**config.mk**
```make
export PLATFORM = sky130hd
export DESIGN_NAME = pipelineCore
export DESIGN_NICKNAME = d
export VERILOG_FILES = /design/src/isaPkg.sv /design/src/corePkg.sv /design/src/fetchStage.sv /design/src/regFile.sv /design/src/decodeCtrl.sv /design/src/aluUnit.sv /design/src/hazardUnit.sv /design/src/execStage.sv /design/src/memWbStage.sv /design/src/pipelineCore.sv
export SDC_FILE = /design/constraint.sdc
export NUM_CORES = 2
export LEC_CHECK = 0
export BUFFER_PORTS_ARGS = -buffer_cell sky130_fd_sc_hd__buf_2
export CAP_MARGIN = 20
export CORE_MARGIN = 2
export CORE_UTILIZATION = 68
export DETAILED_ROUTE_END_ITERATION = 8
export PLACE_DENSITY = 0.87
export RECOVER_POWER = 25
export SYNTH_ARGS = -nofsm -noshare
export SYNTH_HDL_FRONTEND = slang
export SYNTH_SLANG_ARGS = --single-unit
export TNS_END_PERCENT = 100
```
**constraint.sdc**
```tcl
create_clock -name iClk -period 17.4 [get_ports iClk]
set_input_delay 4.35 -clock iClk [delete_from_list [all_inputs] [get_ports iClk]]
set_output_delay 4.35 -clock iClk [all_outputs]
set_load 0.05 [all_outputs]
```
**src/isaPkg.sv**
```systemverilog
package isaPkg;

    // Instruction field positions
    localparam int OP_HI    = 31;
    localparam int OP_LO    = 26;
    localparam int RS_HI    = 25;
    localparam int RS_LO    = 21;
    localparam int RT_HI    = 20;
    localparam int RT_LO    = 16;
    localparam int RD_HI    = 15;
    localparam int RD_LO    = 11;
    localparam int IMM_HI   = 15;
    localparam int IMM_LO   = 0;
    localparam int FUNCT_HI = 5;
    localparam int FUNCT_LO = 0;

    localparam int REG_ADDR_W = 5;
    localparam logic [REG_ADDR_W-1:0] REG_ZERO = '0;

    // Primary opcodes of the supported subset
    typedef enum logic [5:0] {
        OP_RTYPE = 6'h00,
        OP_BEQ   = 6'h04,
        OP_BNE   = 6'h05,
        OP_ADDI  = 6'h08,
        OP_ADDIU = 6'h09,
        OP_SLTI  = 6'h0a,
        OP_SLTIU = 6'h0b,
        OP_ANDI  = 6'h0c,
        OP_ORI   = 6'h0d,
        OP_LW    = 6'h23,
        OP_SW    = 6'h2b
    } opcodeE;

    // R-type funct codes
    typedef enum logic [5:0] {
        FN_ADD  = 6'h20,
        FN_ADDU = 6'h21,
        FN_SUB  = 6'h22,
        FN_SUBU = 6'h23,
        FN_AND  = 6'h24,
        FN_OR   = 6'h25,
        FN_XOR  = 6'h26,
        FN_NOR  = 6'h27,
        FN_SLT  = 6'h2a
    } functE;

endpackage

```
**src/corePkg.sv**
```systemverilog
package corePkg;

    localparam int XLEN = 32;

    // First fetch after reset
    localparam logic [XLEN-1:0] RESET_PC   = 32'h0040_0000;
    localparam logic [XLEN-1:0] INST_BYTES = 32'd4;

    typedef enum logic [2:0] {
        ALU_ADD,
        ALU_SUB,
        ALU_AND,
        ALU_OR,
        ALU_XOR,
        ALU_NOR,
        ALU_LT
    } aluOpE;

    // Operand source in execute
    typedef enum logic [1:0] {
        FWD_NONE,
        FWD_FROM_EXMEM,
        FWD_FROM_MEMWB
    } fwdSelE;

endpackage

```
**src/fetchStage.sv**
```systemverilog
module fetchStage (
    input  logic                     iClk,
    input  logic                     iRst_n,
    input  logic                     stallFetch,
    input  logic                     squashFetch,
    input  logic                     takenBranch,
    input  logic [corePkg::XLEN-1:0] branchTarget,
    input  logic [corePkg::XLEN-1:0] inst,
    output logic [corePkg::XLEN-1:0] instAddr,
    output logic [corePkg::XLEN-1:0] ifidInst,
    output logic [corePkg::XLEN-1:0] ifidPcPlus4
);
    import corePkg::*;

    logic [XLEN-1:0] pc;
    logic [XLEN-1:0] fetchPlus4;

    // Registered redirect from EX/MEM overrides the PC
    assign instAddr   = takenBranch ? branchTarget : pc;
    assign fetchPlus4 = instAddr + INST_BYTES;

    always_ff @(posedge iClk or negedge iRst_n) begin
        if (!iRst_n) begin
            pc       <= RESET_PC;
            ifidInst <= '0;
        end else if (squashFetch) begin
            // Word in this slot is dropped, target fetched again next cycle
            pc       <= instAddr;
            ifidInst <= '0;
        end else if (!stallFetch) begin
            pc       <= fetchPlus4;
            ifidInst <= inst;
        end
    end

    always_ff @(posedge iClk) begin
        if (!stallFetch) begin
            ifidPcPlus4 <= fetchPlus4;
        end
    end

endmodule

```
**src/regFile.sv**
```systemverilog
module regFile (
    input  logic                          iClk,
    input  logic                          iRst_n,
    input  logic [isaPkg::REG_ADDR_W-1:0] rdIdx0,
    input  logic [isaPkg::REG_ADDR_W-1:0] rdIdx1,
    output logic [corePkg::XLEN-1:0]      rdData0,
    output logic [corePkg::XLEN-1:0]      rdData1,
    input  logic [isaPkg::REG_ADDR_W-1:0] wrIdx,
    input  logic [corePkg::XLEN-1:0]      wrData,
    input  logic                          wrEn
);
    import isaPkg::*;
    import corePkg::*;

    logic [XLEN-1:0] regs [1 << REG_ADDR_W];

    assign rdData0 = regs[rdIdx0];
    assign rdData1 = regs[rdIdx1];

    // Register zero stays at its reset value
    always_ff @(posedge iClk or negedge iRst_n) begin
        if (!iRst_n) begin
            for (int i = 0; i < (1 << REG_ADDR_W); i++) begin
                regs[i] <= '0;
            end
        end else if (wrEn && wrIdx != REG_ZERO) begin
            regs[wrIdx] <= wrData;
        end
    end

endmodule

```
**src/decodeCtrl.sv**
```systemverilog
module decodeCtrl (
    input  logic [corePkg::XLEN-1:0]      inst,
    output logic [isaPkg::REG_ADDR_W-1:0] rsIdx,
    output logic [isaPkg::REG_ADDR_W-1:0] rtIdx,
    output logic                          regDst,
    output logic                          regWrite,
    output logic                          aluSrc,
    output logic                          memToReg,
    output logic                          memRead,
    output logic                          memWrite,
    output logic                          branch,
    output logic                          branchEq,
    output corePkg::aluOpE                aluOp,
    output logic                          aluSigned
);
    import isaPkg::*;
    import corePkg::*;

    opcodeE opcode;
    functE  funct;

    assign opcode = opcodeE'(inst[OP_HI:OP_LO]);
    assign funct  = functE'(inst[FUNCT_HI:FUNCT_LO]);
    assign rsIdx  = inst[RS_HI:RS_LO];
    assign rtIdx  = inst[RT_HI:RT_LO];

    always_comb begin
        // Defaults give a no-op
        regDst    = 1'b0;
        regWrite  = 1'b0;
        aluSrc    = 1'b0;
        memToReg  = 1'b0;
        memRead   = 1'b0;
        memWrite  = 1'b0;
        branch    = 1'b0;
        branchEq  = 1'b0;
        aluOp     = ALU_ADD;
        aluSigned = 1'b0;
        case (opcode)
            OP_RTYPE: begin
                regDst   = 1'b1;
                regWrite = 1'b1;
                case (funct)
                    FN_ADD, FN_ADDU: aluOp = ALU_ADD;
                    FN_SUB, FN_SUBU: aluOp = ALU_SUB;
                    FN_AND:          aluOp = ALU_AND;
                    FN_OR:           aluOp = ALU_OR;
                    FN_XOR:          aluOp = ALU_XOR;
                    FN_NOR:          aluOp = ALU_NOR;
                    FN_SLT: begin
                        aluOp     = ALU_LT;
                        aluSigned = 1'b1;
                    end
                    default:         regWrite = 1'b0;
                endcase
            end
            OP_ADDI, OP_ADDIU: begin
                aluSrc   = 1'b1;
                regWrite = 1'b1;
            end
            OP_ANDI: begin
                aluSrc   = 1'b1;
                regWrite = 1'b1;
                aluOp    = ALU_AND;
            end
            OP_ORI: begin
                aluSrc   = 1'b1;
                regWrite = 1'b1;
                aluOp    = ALU_OR;
            end
            OP_SLTI, OP_SLTIU: begin
                aluSrc    = 1'b1;
                regWrite  = 1'b1;
                aluOp     = ALU_LT;
                aluSigned = (opcode == OP_SLTI);
            end
            OP_LW: begin
                aluSrc   = 1'b1;
                regWrite = 1'b1;
                memRead  = 1'b1;
                memToReg = 1'b1;
            end
            OP_SW: begin
                aluSrc   = 1'b1;
                memWrite = 1'b1;
            end
            OP_BEQ, OP_BNE: begin
                // Compare by subtraction, zero flag decides
                branch   = 1'b1;
                branchEq = (opcode == OP_BEQ);
                aluOp    = ALU_SUB;
            end
            default: ;
        endcase
    end

endmodule

```
**src/aluUnit.sv**
```systemverilog
module aluUnit (
    input  logic [corePkg::XLEN-1:0] a,
    input  logic [corePkg::XLEN-1:0] b,
    input  corePkg::aluOpE           op,
    input  logic                     signedCmp,
    output logic [corePkg::XLEN-1:0] result,
    output logic                     zero
);
    import corePkg::*;

    logic lessThan;

    assign lessThan = signedCmp ? ($signed(a) < $signed(b)) : (a < b);

    always_comb begin
        case (op)
            ALU_ADD: result = a + b;
            ALU_SUB: result = a - b;
            ALU_AND: result = a & b;
            ALU_OR:  result = a | b;
            ALU_XOR: result = a ^ b;
            ALU_NOR: result = ~(a | b);
            ALU_LT:  result = {{(XLEN - 1){1'b0}}, lessThan};
            default: result = '0;
        endcase
    end

    assign zero = (result == '0);

endmodule

```
**src/hazardUnit.sv**
```systemverilog
module hazardUnit (
    input  logic                          takenBranch,
    input  logic                          idexMemRead,
    input  logic [isaPkg::REG_ADDR_W-1:0] idexRt,
    input  logic [isaPkg::REG_ADDR_W-1:0] ifidRs,
    input  logic [isaPkg::REG_ADDR_W-1:0] ifidRt,
    output logic                          stallFetch,
    output logic                          squashFetch,
    output logic                          squashDecode
);
    import isaPkg::*;

    logic loadUse;

    // Load in execute feeding the instruction in decode
    assign loadUse = idexMemRead && (idexRt != REG_ZERO) &&
                     (idexRt == ifidRs || idexRt == ifidRt);

    // Redirect wins over the load-use stall
    assign squashFetch  = takenBranch;
    assign stallFetch   = !takenBranch && loadUse;
    assign squashDecode = takenBranch || loadUse;

endmodule

```
**src/execStage.sv**
```systemverilog
module execStage (
    input  logic                          iClk,
    input  logic                          iRst_n,
    input  logic                          squashDecode,
    input  logic [corePkg::XLEN-1:0]      ifidInst,
    input  logic [corePkg::XLEN-1:0]      ifidPcPlus4,
    input  logic [corePkg::XLEN-1:0]      rdData0,
    input  logic [corePkg::XLEN-1:0]      rdData1,
    input  logic                          regDst,
    input  logic                          regWrite,
    input  logic                          aluSrc,
    input  logic                          memToReg,
    input  logic                          memRead,
    input  logic                          memWrite,
    input  logic                          branch,
    input  logic                          branchEq,
    input  corePkg::aluOpE                aluOp,
    input  logic                          aluSigned,
    input  logic                          memWbRegWrite,
    input  logic [isaPkg::REG_ADDR_W-1:0] memWbIdx,
    input  logic [corePkg::XLEN-1:0]      memWbData,
    output logic                          takenBranch,
    output logic [corePkg::XLEN-1:0]      branchTarget,
    output logic                          idexMemRead,
    output logic [isaPkg::REG_ADDR_W-1:0] idexRt,
    output logic [corePkg::XLEN-1:0]      exmemAddr,
    output logic [corePkg::XLEN-1:0]      exmemWrData,
    output logic                          exmemMemRead,
    output logic                          exmemMemWrite,
    output logic                          exmemMemToReg,
    output logic                          exmemRegWrite,
    output logic [isaPkg::REG_ADDR_W-1:0] exmemIdx
);
    import isaPkg::*;
    import corePkg::*;

    logic                  exFwdOk;
    logic                  wbFwdOk;
    logic [REG_ADDR_W-1:0] ifidRs;
    logic [REG_ADDR_W-1:0] ifidRt;
    logic [XLEN-1:0]       idRsData;
    logic [XLEN-1:0]       idRtData;
    logic                  idexRegDst;
    logic                  idexRegWrite;
    logic                  idexAluSrc;
    logic                  idexMemToReg;
    logic                  idexMemWrite;
    logic                  idexBranch;
    logic                  idexBranchEq;
    aluOpE                 idexAluOp;
    logic                  idexAluSigned;
    logic [REG_ADDR_W-1:0] idexRs;
    logic [REG_ADDR_W-1:0] idexRd;
    logic [IMM_HI:IMM_LO]  idexImm;
    logic [XLEN-1:0]       idexPcPlus4;
    logic [XLEN-1:0]       idexRsData;
    logic [XLEN-1:0]       idexRtData;
    fwdSelE                fwdA;
    fwdSelE                fwdB;
    logic [XLEN-1:0]       opA;
    logic [XLEN-1:0]       rtVal;
    logic [XLEN-1:0]       aluB;
    logic [XLEN-1:0]       aluResult;
    logic                  aluZero;
    logic                  exTaken;

    assign ifidRs  = ifidInst[RS_HI:RS_LO];
    assign ifidRt  = ifidInst[RT_HI:RT_LO];
    assign exFwdOk = exmemRegWrite && exmemIdx != REG_ZERO;
    assign wbFwdOk = memWbRegWrite && memWbIdx != REG_ZERO;

    // Writeback of this cycle is not yet in the register file
    assign idRsData = (wbFwdOk && memWbIdx == ifidRs) ? memWbData : rdData0;
    assign idRtData = (wbFwdOk && memWbIdx == ifidRt) ? memWbData : rdData1;

    always_ff @(posedge iClk or negedge iRst_n) begin
        if (!iRst_n) begin
            idexRegDst    <= 1'b0;
            idexRegWrite  <= 1'b0;
            idexAluSrc    <= 1'b0;
            idexMemToReg  <= 1'b0;
            idexMemRead   <= 1'b0;
            idexMemWrite  <= 1'b0;
            idexBranch    <= 1'b0;
            idexBranchEq  <= 1'b0;
            idexAluOp     <= ALU_ADD;
            idexAluSigned <= 1'b0;
        end else begin
            // Squash leaves a bubble with no side effects
            idexRegWrite  <= regWrite && !squashDecode;
            idexMemRead   <= memRead && !squashDecode;
            idexMemWrite  <= memWrite && !squashDecode;
            idexBranch    <= branch && !squashDecode;
            idexRegDst    <= regDst;
            idexAluSrc    <= aluSrc;
            idexMemToReg  <= memToReg;
            idexBranchEq  <= branchEq;
            idexAluOp     <= aluOp;
            idexAluSigned <= aluSigned;
        end
    end

    always_ff @(posedge iClk) begin
        idexRs      <= ifidRs;
        idexRt      <= ifidRt;
        idexRd      <= ifidInst[RD_HI:RD_LO];
        idexImm     <= ifidInst[IMM_HI:IMM_LO];
        idexPcPlus4 <= ifidPcPlus4;
        idexRsData  <= idRsData;
        idexRtData  <= idRtData;
    end

    // EX/MEM first, then MEM/WB
    assign fwdA = (exFwdOk && exmemIdx == idexRs) ? FWD_FROM_EXMEM :
                  (wbFwdOk && memWbIdx == idexRs) ? FWD_FROM_MEMWB : FWD_NONE;
    assign fwdB = (exFwdOk && exmemIdx == idexRt) ? FWD_FROM_EXMEM :
                  (wbFwdOk && memWbIdx == idexRt) ? FWD_FROM_MEMWB : FWD_NONE;

    always_comb begin
        case (fwdA)
            FWD_FROM_EXMEM: opA = exmemAddr;
            FWD_FROM_MEMWB: opA = memWbData;
            default:        opA = idexRsData;
        endcase
        case (fwdB)
            FWD_FROM_EXMEM: rtVal = exmemAddr;
            FWD_FROM_MEMWB: rtVal = memWbData;
            default:        rtVal = idexRtData;
        endcase
    end

    assign aluB = idexAluSrc ? {{(XLEN - 16){idexImm[IMM_HI]}}, idexImm} : rtVal;

    aluUnit alu (
        .a         (opA),
        .b         (aluB),
        .op        (idexAluOp),
        .signedCmp (idexAluSigned),
        .result    (aluResult),
        .zero      (aluZero)
    );

    assign exTaken = idexBranch && (idexBranchEq == aluZero);

    always_ff @(posedge iClk or negedge iRst_n) begin
        if (!iRst_n) begin
            takenBranch   <= 1'b0;
            exmemMemRead  <= 1'b0;
            exmemMemWrite <= 1'b0;
            exmemMemToReg <= 1'b0;
            exmemRegWrite <= 1'b0;
        end else begin
            // The slot right after a taken branch is cleared here
            takenBranch   <= exTaken && !takenBranch;
            exmemMemRead  <= idexMemRead && !takenBranch;
            exmemMemWrite <= idexMemWrite && !takenBranch;
            exmemRegWrite <= idexRegWrite && !takenBranch;
            exmemMemToReg <= idexMemToReg;
        end
    end

    always_ff @(posedge iClk) begin
        exmemAddr    <= aluResult;
        exmemWrData  <= rtVal;
        exmemIdx     <= idexRegDst ? idexRd : idexRt;
        branchTarget <= idexPcPlus4 + {{(XLEN - 18){idexImm[IMM_HI]}}, idexImm, 2'b00};
    end

endmodule

```
**src/memWbStage.sv**
```systemverilog
module memWbStage (
    input  logic                          iClk,
    input  logic                          iRst_n,
    input  logic [corePkg::XLEN-1:0]      exmemAddr,
    input  logic [corePkg::XLEN-1:0]      exmemWrData,
    input  logic                          exmemMemRead,
    input  logic                          exmemMemWrite,
    input  logic                          exmemMemToReg,
    input  logic                          exmemRegWrite,
    input  logic [isaPkg::REG_ADDR_W-1:0] exmemIdx,
    input  logic [corePkg::XLEN-1:0]      memRdData,
    output logic [corePkg::XLEN-1:0]      memAddr,
    output logic [corePkg::XLEN-1:0]      memWrData,
    output logic                          memWrite,
    output logic                          memRead,
    output logic                          memWbRegWrite,
    output logic [isaPkg::REG_ADDR_W-1:0] memWbIdx,
    output logic [corePkg::XLEN-1:0]      memWbData
);

    // Strobes last exactly the one cycle the access sits in EX/MEM
    assign memAddr   = exmemAddr;
    assign memWrData = exmemWrData;
    assign memWrite  = exmemMemWrite;
    assign memRead   = exmemMemRead;

    always_ff @(posedge iClk or negedge iRst_n) begin
        if (!iRst_n) begin
            memWbRegWrite <= 1'b0;
        end else begin
            memWbRegWrite <= exmemRegWrite;
        end
    end

    always_ff @(posedge iClk) begin
        memWbIdx  <= exmemIdx;
        memWbData <= exmemMemToReg ? memRdData : exmemAddr;
    end

endmodule

```
**src/pipelineCore.sv**
```systemverilog
module pipelineCore (
    input  logic                     iClk,
    input  logic                     iRst_n,
    output logic [corePkg::XLEN-1:0] instAddr,
    input  logic [corePkg::XLEN-1:0] inst,
    output logic [corePkg::XLEN-1:0] memAddr,
    output logic [corePkg::XLEN-1:0] memWrData,
    output logic                     memWrite,
    output logic                     memRead,
    input  logic [corePkg::XLEN-1:0] memRdData
);
    import isaPkg::*;
    import corePkg::*;

    logic [XLEN-1:0]       ifidInst;
    logic [XLEN-1:0]       ifidPcPlus4;
    logic                  stallFetch;
    logic                  squashFetch;
    logic                  squashDecode;
    logic                  takenBranch;
    logic [XLEN-1:0]       branchTarget;
    logic [REG_ADDR_W-1:0] rsIdx;
    logic [REG_ADDR_W-1:0] rtIdx;
    logic [XLEN-1:0]       rdData0;
    logic [XLEN-1:0]       rdData1;
    logic                  regDst;
    logic                  regWrite;
    logic                  aluSrc;
    logic                  memToReg;
    logic                  decMemRead;
    logic                  decMemWrite;
    logic                  branch;
    logic                  branchEq;
    aluOpE                 aluOp;
    logic                  aluSigned;
    logic                  idexMemRead;
    logic [REG_ADDR_W-1:0] idexRt;
    logic [XLEN-1:0]       exmemAddr;
    logic [XLEN-1:0]       exmemWrData;
    logic                  exmemMemRead;
    logic                  exmemMemWrite;
    logic                  exmemMemToReg;
    logic                  exmemRegWrite;
    logic [REG_ADDR_W-1:0] exmemIdx;
    logic                  memWbRegWrite;
    logic [REG_ADDR_W-1:0] memWbIdx;
    logic [XLEN-1:0]       memWbData;

    fetchStage fetch (
        .iClk         (iClk),
        .iRst_n       (iRst_n),
        .stallFetch   (stallFetch),
        .squashFetch  (squashFetch),
        .takenBranch  (takenBranch),
        .branchTarget (branchTarget),
        .inst         (inst),
        .instAddr     (instAddr),
        .ifidInst     (ifidInst),
        .ifidPcPlus4  (ifidPcPlus4)
    );

    regFile regs (
        .iClk    (iClk),
        .iRst_n  (iRst_n),
        .rdIdx0  (rsIdx),
        .rdIdx1  (rtIdx),
        .rdData0 (rdData0),
        .rdData1 (rdData1),
        .wrIdx   (memWbIdx),
        .wrData  (memWbData),
        .wrEn    (memWbRegWrite)
    );

    decodeCtrl decode (
        .inst      (ifidInst),
        .rsIdx     (rsIdx),
        .rtIdx     (rtIdx),
        .regDst    (regDst),
        .regWrite  (regWrite),
        .aluSrc    (aluSrc),
        .memToReg  (memToReg),
        .memRead   (decMemRead),
        .memWrite  (decMemWrite),
        .branch    (branch),
        .branchEq  (branchEq),
        .aluOp     (aluOp),
        .aluSigned (aluSigned)
    );

    hazardUnit hazard (
        .takenBranch  (takenBranch),
        .idexMemRead  (idexMemRead),
        .idexRt       (idexRt),
        .ifidRs       (rsIdx),
        .ifidRt       (rtIdx),
        .stallFetch   (stallFetch),
        .squashFetch  (squashFetch),
        .squashDecode (squashDecode)
    );

    execStage exec (
        .iClk          (iClk),
        .iRst_n        (iRst_n),
        .squashDecode  (squashDecode),
        .ifidInst      (ifidInst),
        .ifidPcPlus4   (ifidPcPlus4),
        .rdData0       (rdData0),
        .rdData1       (rdData1),
        .regDst        (regDst),
        .regWrite      (regWrite),
        .aluSrc        (aluSrc),
        .memToReg      (memToReg),
        .memRead       (decMemRead),
        .memWrite      (decMemWrite),
        .branch        (branch),
        .branchEq      (branchEq),
        .aluOp         (aluOp),
        .aluSigned     (aluSigned),
        .memWbRegWrite (memWbRegWrite),
        .memWbIdx      (memWbIdx),
        .memWbData     (memWbData),
        .takenBranch   (takenBranch),
        .branchTarget  (branchTarget),
        .idexMemRead   (idexMemRead),
        .idexRt        (idexRt),
        .exmemAddr     (exmemAddr),
        .exmemWrData   (exmemWrData),
        .exmemMemRead  (exmemMemRead),
        .exmemMemWrite (exmemMemWrite),
        .exmemMemToReg (exmemMemToReg),
        .exmemRegWrite (exmemRegWrite),
        .exmemIdx      (exmemIdx)
    );

    memWbStage memWb (
        .iClk          (iClk),
        .iRst_n        (iRst_n),
        .exmemAddr     (exmemAddr),
        .exmemWrData   (exmemWrData),
        .exmemMemRead  (exmemMemRead),
        .exmemMemWrite (exmemMemWrite),
        .exmemMemToReg (exmemMemToReg),
        .exmemRegWrite (exmemRegWrite),
        .exmemIdx      (exmemIdx),
        .memRdData     (memRdData),
        .memAddr       (memAddr),
        .memWrData     (memWrData),
        .memWrite      (memWrite),
        .memRead       (memRead),
        .memWbRegWrite (memWbRegWrite),
        .memWbIdx      (memWbIdx),
        .memWbData     (memWbData)
    );

endmodule

```
==> flow_summary.yaml <==
detailed_routing:
  wl_per_cell_um: 32.47
  wl_met1_um: 79090
  viasPerCell: 7.416
  num_vias: 51730
  wl_met2_um: 104700
  dr.pass1.iters: 6
  top_layer: "met5"
  drc_errors: 0
  wirelength_um: 226500
  drt.antenna.violating_nets: 0
  drt_iter0_drc: 6464
  dr_wl_met3_um: 28850
yosys:
  synth_simple_gate_area_frac: 0.04406
  synth_seq_area_share: 0.4540
  synth_mux_area_frac: 0.3772
  synth_top_cell_by_area: "dfrtp_1"
  synth_fa_ha_area_frac: 0.02313
  synth_xor_area_frac: 0.01539
  synth-main-ff-cell: "dfrtp_1"
  synth.top_cell.area_share: 0.3709
  synthCells: 5514
  netlist_top_cells_area: "dfrtp_1 (37%), mux4_2 (19%), mux2_2 (16%), dfxtp_1 (7.0%), mux2i_1 (2.6%)"
  synth_fp_nets: 5716
  synth.distinct_cells: 93
  ys_warn_count: 0
  synth_top_family_by_area: "multiplexers"
  synth.most_common_cell: "dfrtp_1"
  synth_edf_count: 32
  ys_ff_latch: 1398
  synthArstFlopShare: 0.7911
  synth_common_cells: "dfrtp_1 (1,105), mux2_2 (1,045), mux4_2 (640), clkbuf_1 (332), nand2_1 (266)"
  synth_compound_area_frac: 0.05268
  syn_avg_cell_area_um2: 13.52
  synthesis.area_um2: 74550
clocking:
  clk_pin_slew_ns: 0.06
  cts_tree: "built"
  cts.sinks: 1398
  cts_resized: 0
  htreeDepth: 4
  clockBufferDepth: 3
  ctsHoldBuffers: 0
  post-cts-setup-buffer-count: 0
  root_buffer: "clkbuf_16"
  cts_buffers: 144
  clk_latency_ns: 0.80
sta:
  whs_ns: 0.3311
  hold_viol_final: 0
  rsz0062_at_grt: "false"
  setup_viol: 0
  max_slew.worst_pin.slew_ns: 3.804
  timing.final.crit_period_ns: 10.06
  tns_ns: 0
  max_freq_ghz: 0.09939
  post-route-period-util: 0.5782
  slew_headroom: -1.536
  skew_ns: 0.04698
  drv_slew: 879
pwr:
  ir_drop_mv: 0.1111
  power.switching_mw: 2.919
  finalPower_mw: 9.121
  power.leakage_nw: 36.65
  swShare: 0.3200
  internal_power_mw: 6.202
  clockPowerShare: 0.350
  pwr_density_cell_nw_per_um2: 112.0
  pwr-share-comb: 0.223
  seqPwrFrac: 0.427
grt:
  antenna_found_initial: 16
  grt_pass1_wl_um: 336300
  grt_max_degree: 192
  grtUsageTotal: 0.4045
  grt-ovfl-total: 0
  grt_pass1_vias: 52810
floorplanning:
  die_w_um: 335.1
  die-area_um2: 112300
  start_util: 0.6849
  core_area_um2: 108900
  io_pins: 164
  fp-row-count: 121
  die_h_um: 335.1
place:
  gp_congestion: 0.9750
  numPortBuffers: 163
  dp_hpwl_um: 134600
  placed_area_um2: 76480
critical_path:
  r2r_start: "memWb.memWbIdx[2]"
  reg2reg_depth: 22
  end_kind: "primary output"
  worstPathMaxFanout: 60
  critPathLaunchType: "flop"
  slowest_stage: "clkbuf_1"
  critPathMaxStageDelay_ns: 1.92
  cp.required_ns: 13.05
  rrSetupSlack_ns: 8.69
  worstPathArrival_ns: 5.71
  crit_type: "flop to primary output"
  worstPathCellList: "clkbuf_1 -> o21ai_0 -> buf_2"
  r2r_end: "exec.takenBranch"
finish:
  fillers: 6263
  area_delta_synth_final_pct: 9.217
  num-nets-final: 5645
  design_area_um2: 81420
  layout-drive-gt1-share: 0.3969
run:
  drv_cap: 33
hold_path:
  whs_endpoint: "exec.branchTarget[1]"
  holdPathStages: 0
  hold_start: "exec.idexPcPlus4[1]"
  hp-class: "flop to flop"
outcome:
  violations: "max-capacitance violations, max-slew violations"
  status: "complete, but fails checks"
flip-flops by register name, indices dropped and copies added (netlist names), 12 cells and up:
name	count
regs.regs	1024
exec.branchTarget	32
exec.exmemAddr	32
exec.exmemWrData	32
exec.idexPcPlus4	32
exec.idexRsData	32
exec.idexRtData	32
fetch.ifidInst	32
fetch.ifidPcPlus4	32
fetch.pc	32
memWb.memWbData	32
exec.idexImm	12
logic make-up after synthesis:
group | Yosys count
AO/OA/AOI/OAI | 617
XOR/XNOR | 131
adder cells (fa/ha/maj) | 136
buffers and inverters | 649
flip-flops | 1398
multiplexers | 1879
AND/OR/NAND/NOR | 704
final cells by class:
cell class	instances	area (um2)	share of cell area
inverters	142	533.0	0.006546
repair buffers	290	2123	0.02608
multi-input cells	3467	38270	0.4701
clock buffers	211	4218	0.05180
clock inverters	52	645.6	0.007929
well taps	1414	1769	0.02173
flip-flops and latches	1398	33850	0.4158
diodes	2	5.005	0.00006147
through the flow:
| stage | instances | utilization | worst slack, ns |
|---|---|---|---|
| 2_1_floorplan | 5514 | - | 10.12 |
| 3_3_place_gp | 6694 | 0.7011 | 9.982 |
| 3_5_place_dp | 6700 | 0.7026 | 9.916 |
| 4_1_cts | 6963 | 0.7473 | 9.820 |
| 5_1_grt | 6975 | 0.7480 | 7.005 |
| 6_report | 6976 | 0.7480 | 7.339 |
routing by layer:
metal	up-vias	global-route usage
li1	20510	-
met1	26450	0.5157
met2	3736	0.6181
met3	1010	0.1393
met4	24	0.2121
met5	-	0
cell usage in the layout, fill, tap and decap left out, drive strengths merged, types with 42 or more instances in the layout:
master / n
buf: 273
dfxtp: 260
inv: 150
mux2i: 194
a21o: 42
dfrtp: 1105
a21oi: 129
o21ai: 236
xnor2: 98
mux4: 640
nor3: 51
ha: 133
clkbuf: 228
nor2: 172
nand2: 267
mux2: 1045
critical path: cells and delay by family, from the launching register on:
kind,cells,cell delay (ns)
AO/OA/AOI/OAI,1,0.78
buffers and inverters,2,2.34
flip-flops,1,1.76
worst max path at each step:
stage                  endpoint        startpoint  slack (ns)  cells past startpoint
6_report           instAddr[15]  exec.takenBranch        7.34                      3
5_1_grt            instAddr[15]  exec.takenBranch        7.00                      3
4_1_cts            instAddr[10]  exec.takenBranch        9.82                      5
3_5_place_dp   exec.takenBranch            iRst_n        9.92                      4
3_3_place_gp   exec.takenBranch            iRst_n        9.98                      4
2_1_floorplan      instAddr[24]  exec.takenBranch       10.12                      8
power groups by stage:
stage	logic, mW	clock network (mW)	registers (mW)
final	2.03	3.19	3.90
after global routing	2.16	3.33	3.92
after CTS	1.92	3.19	3.92
after detailed placement	1.89	0	3.97
after global placement	1.80	0	3.97
after floorplan	1.33	0	3.90
(Power assumes the default switching activity.)
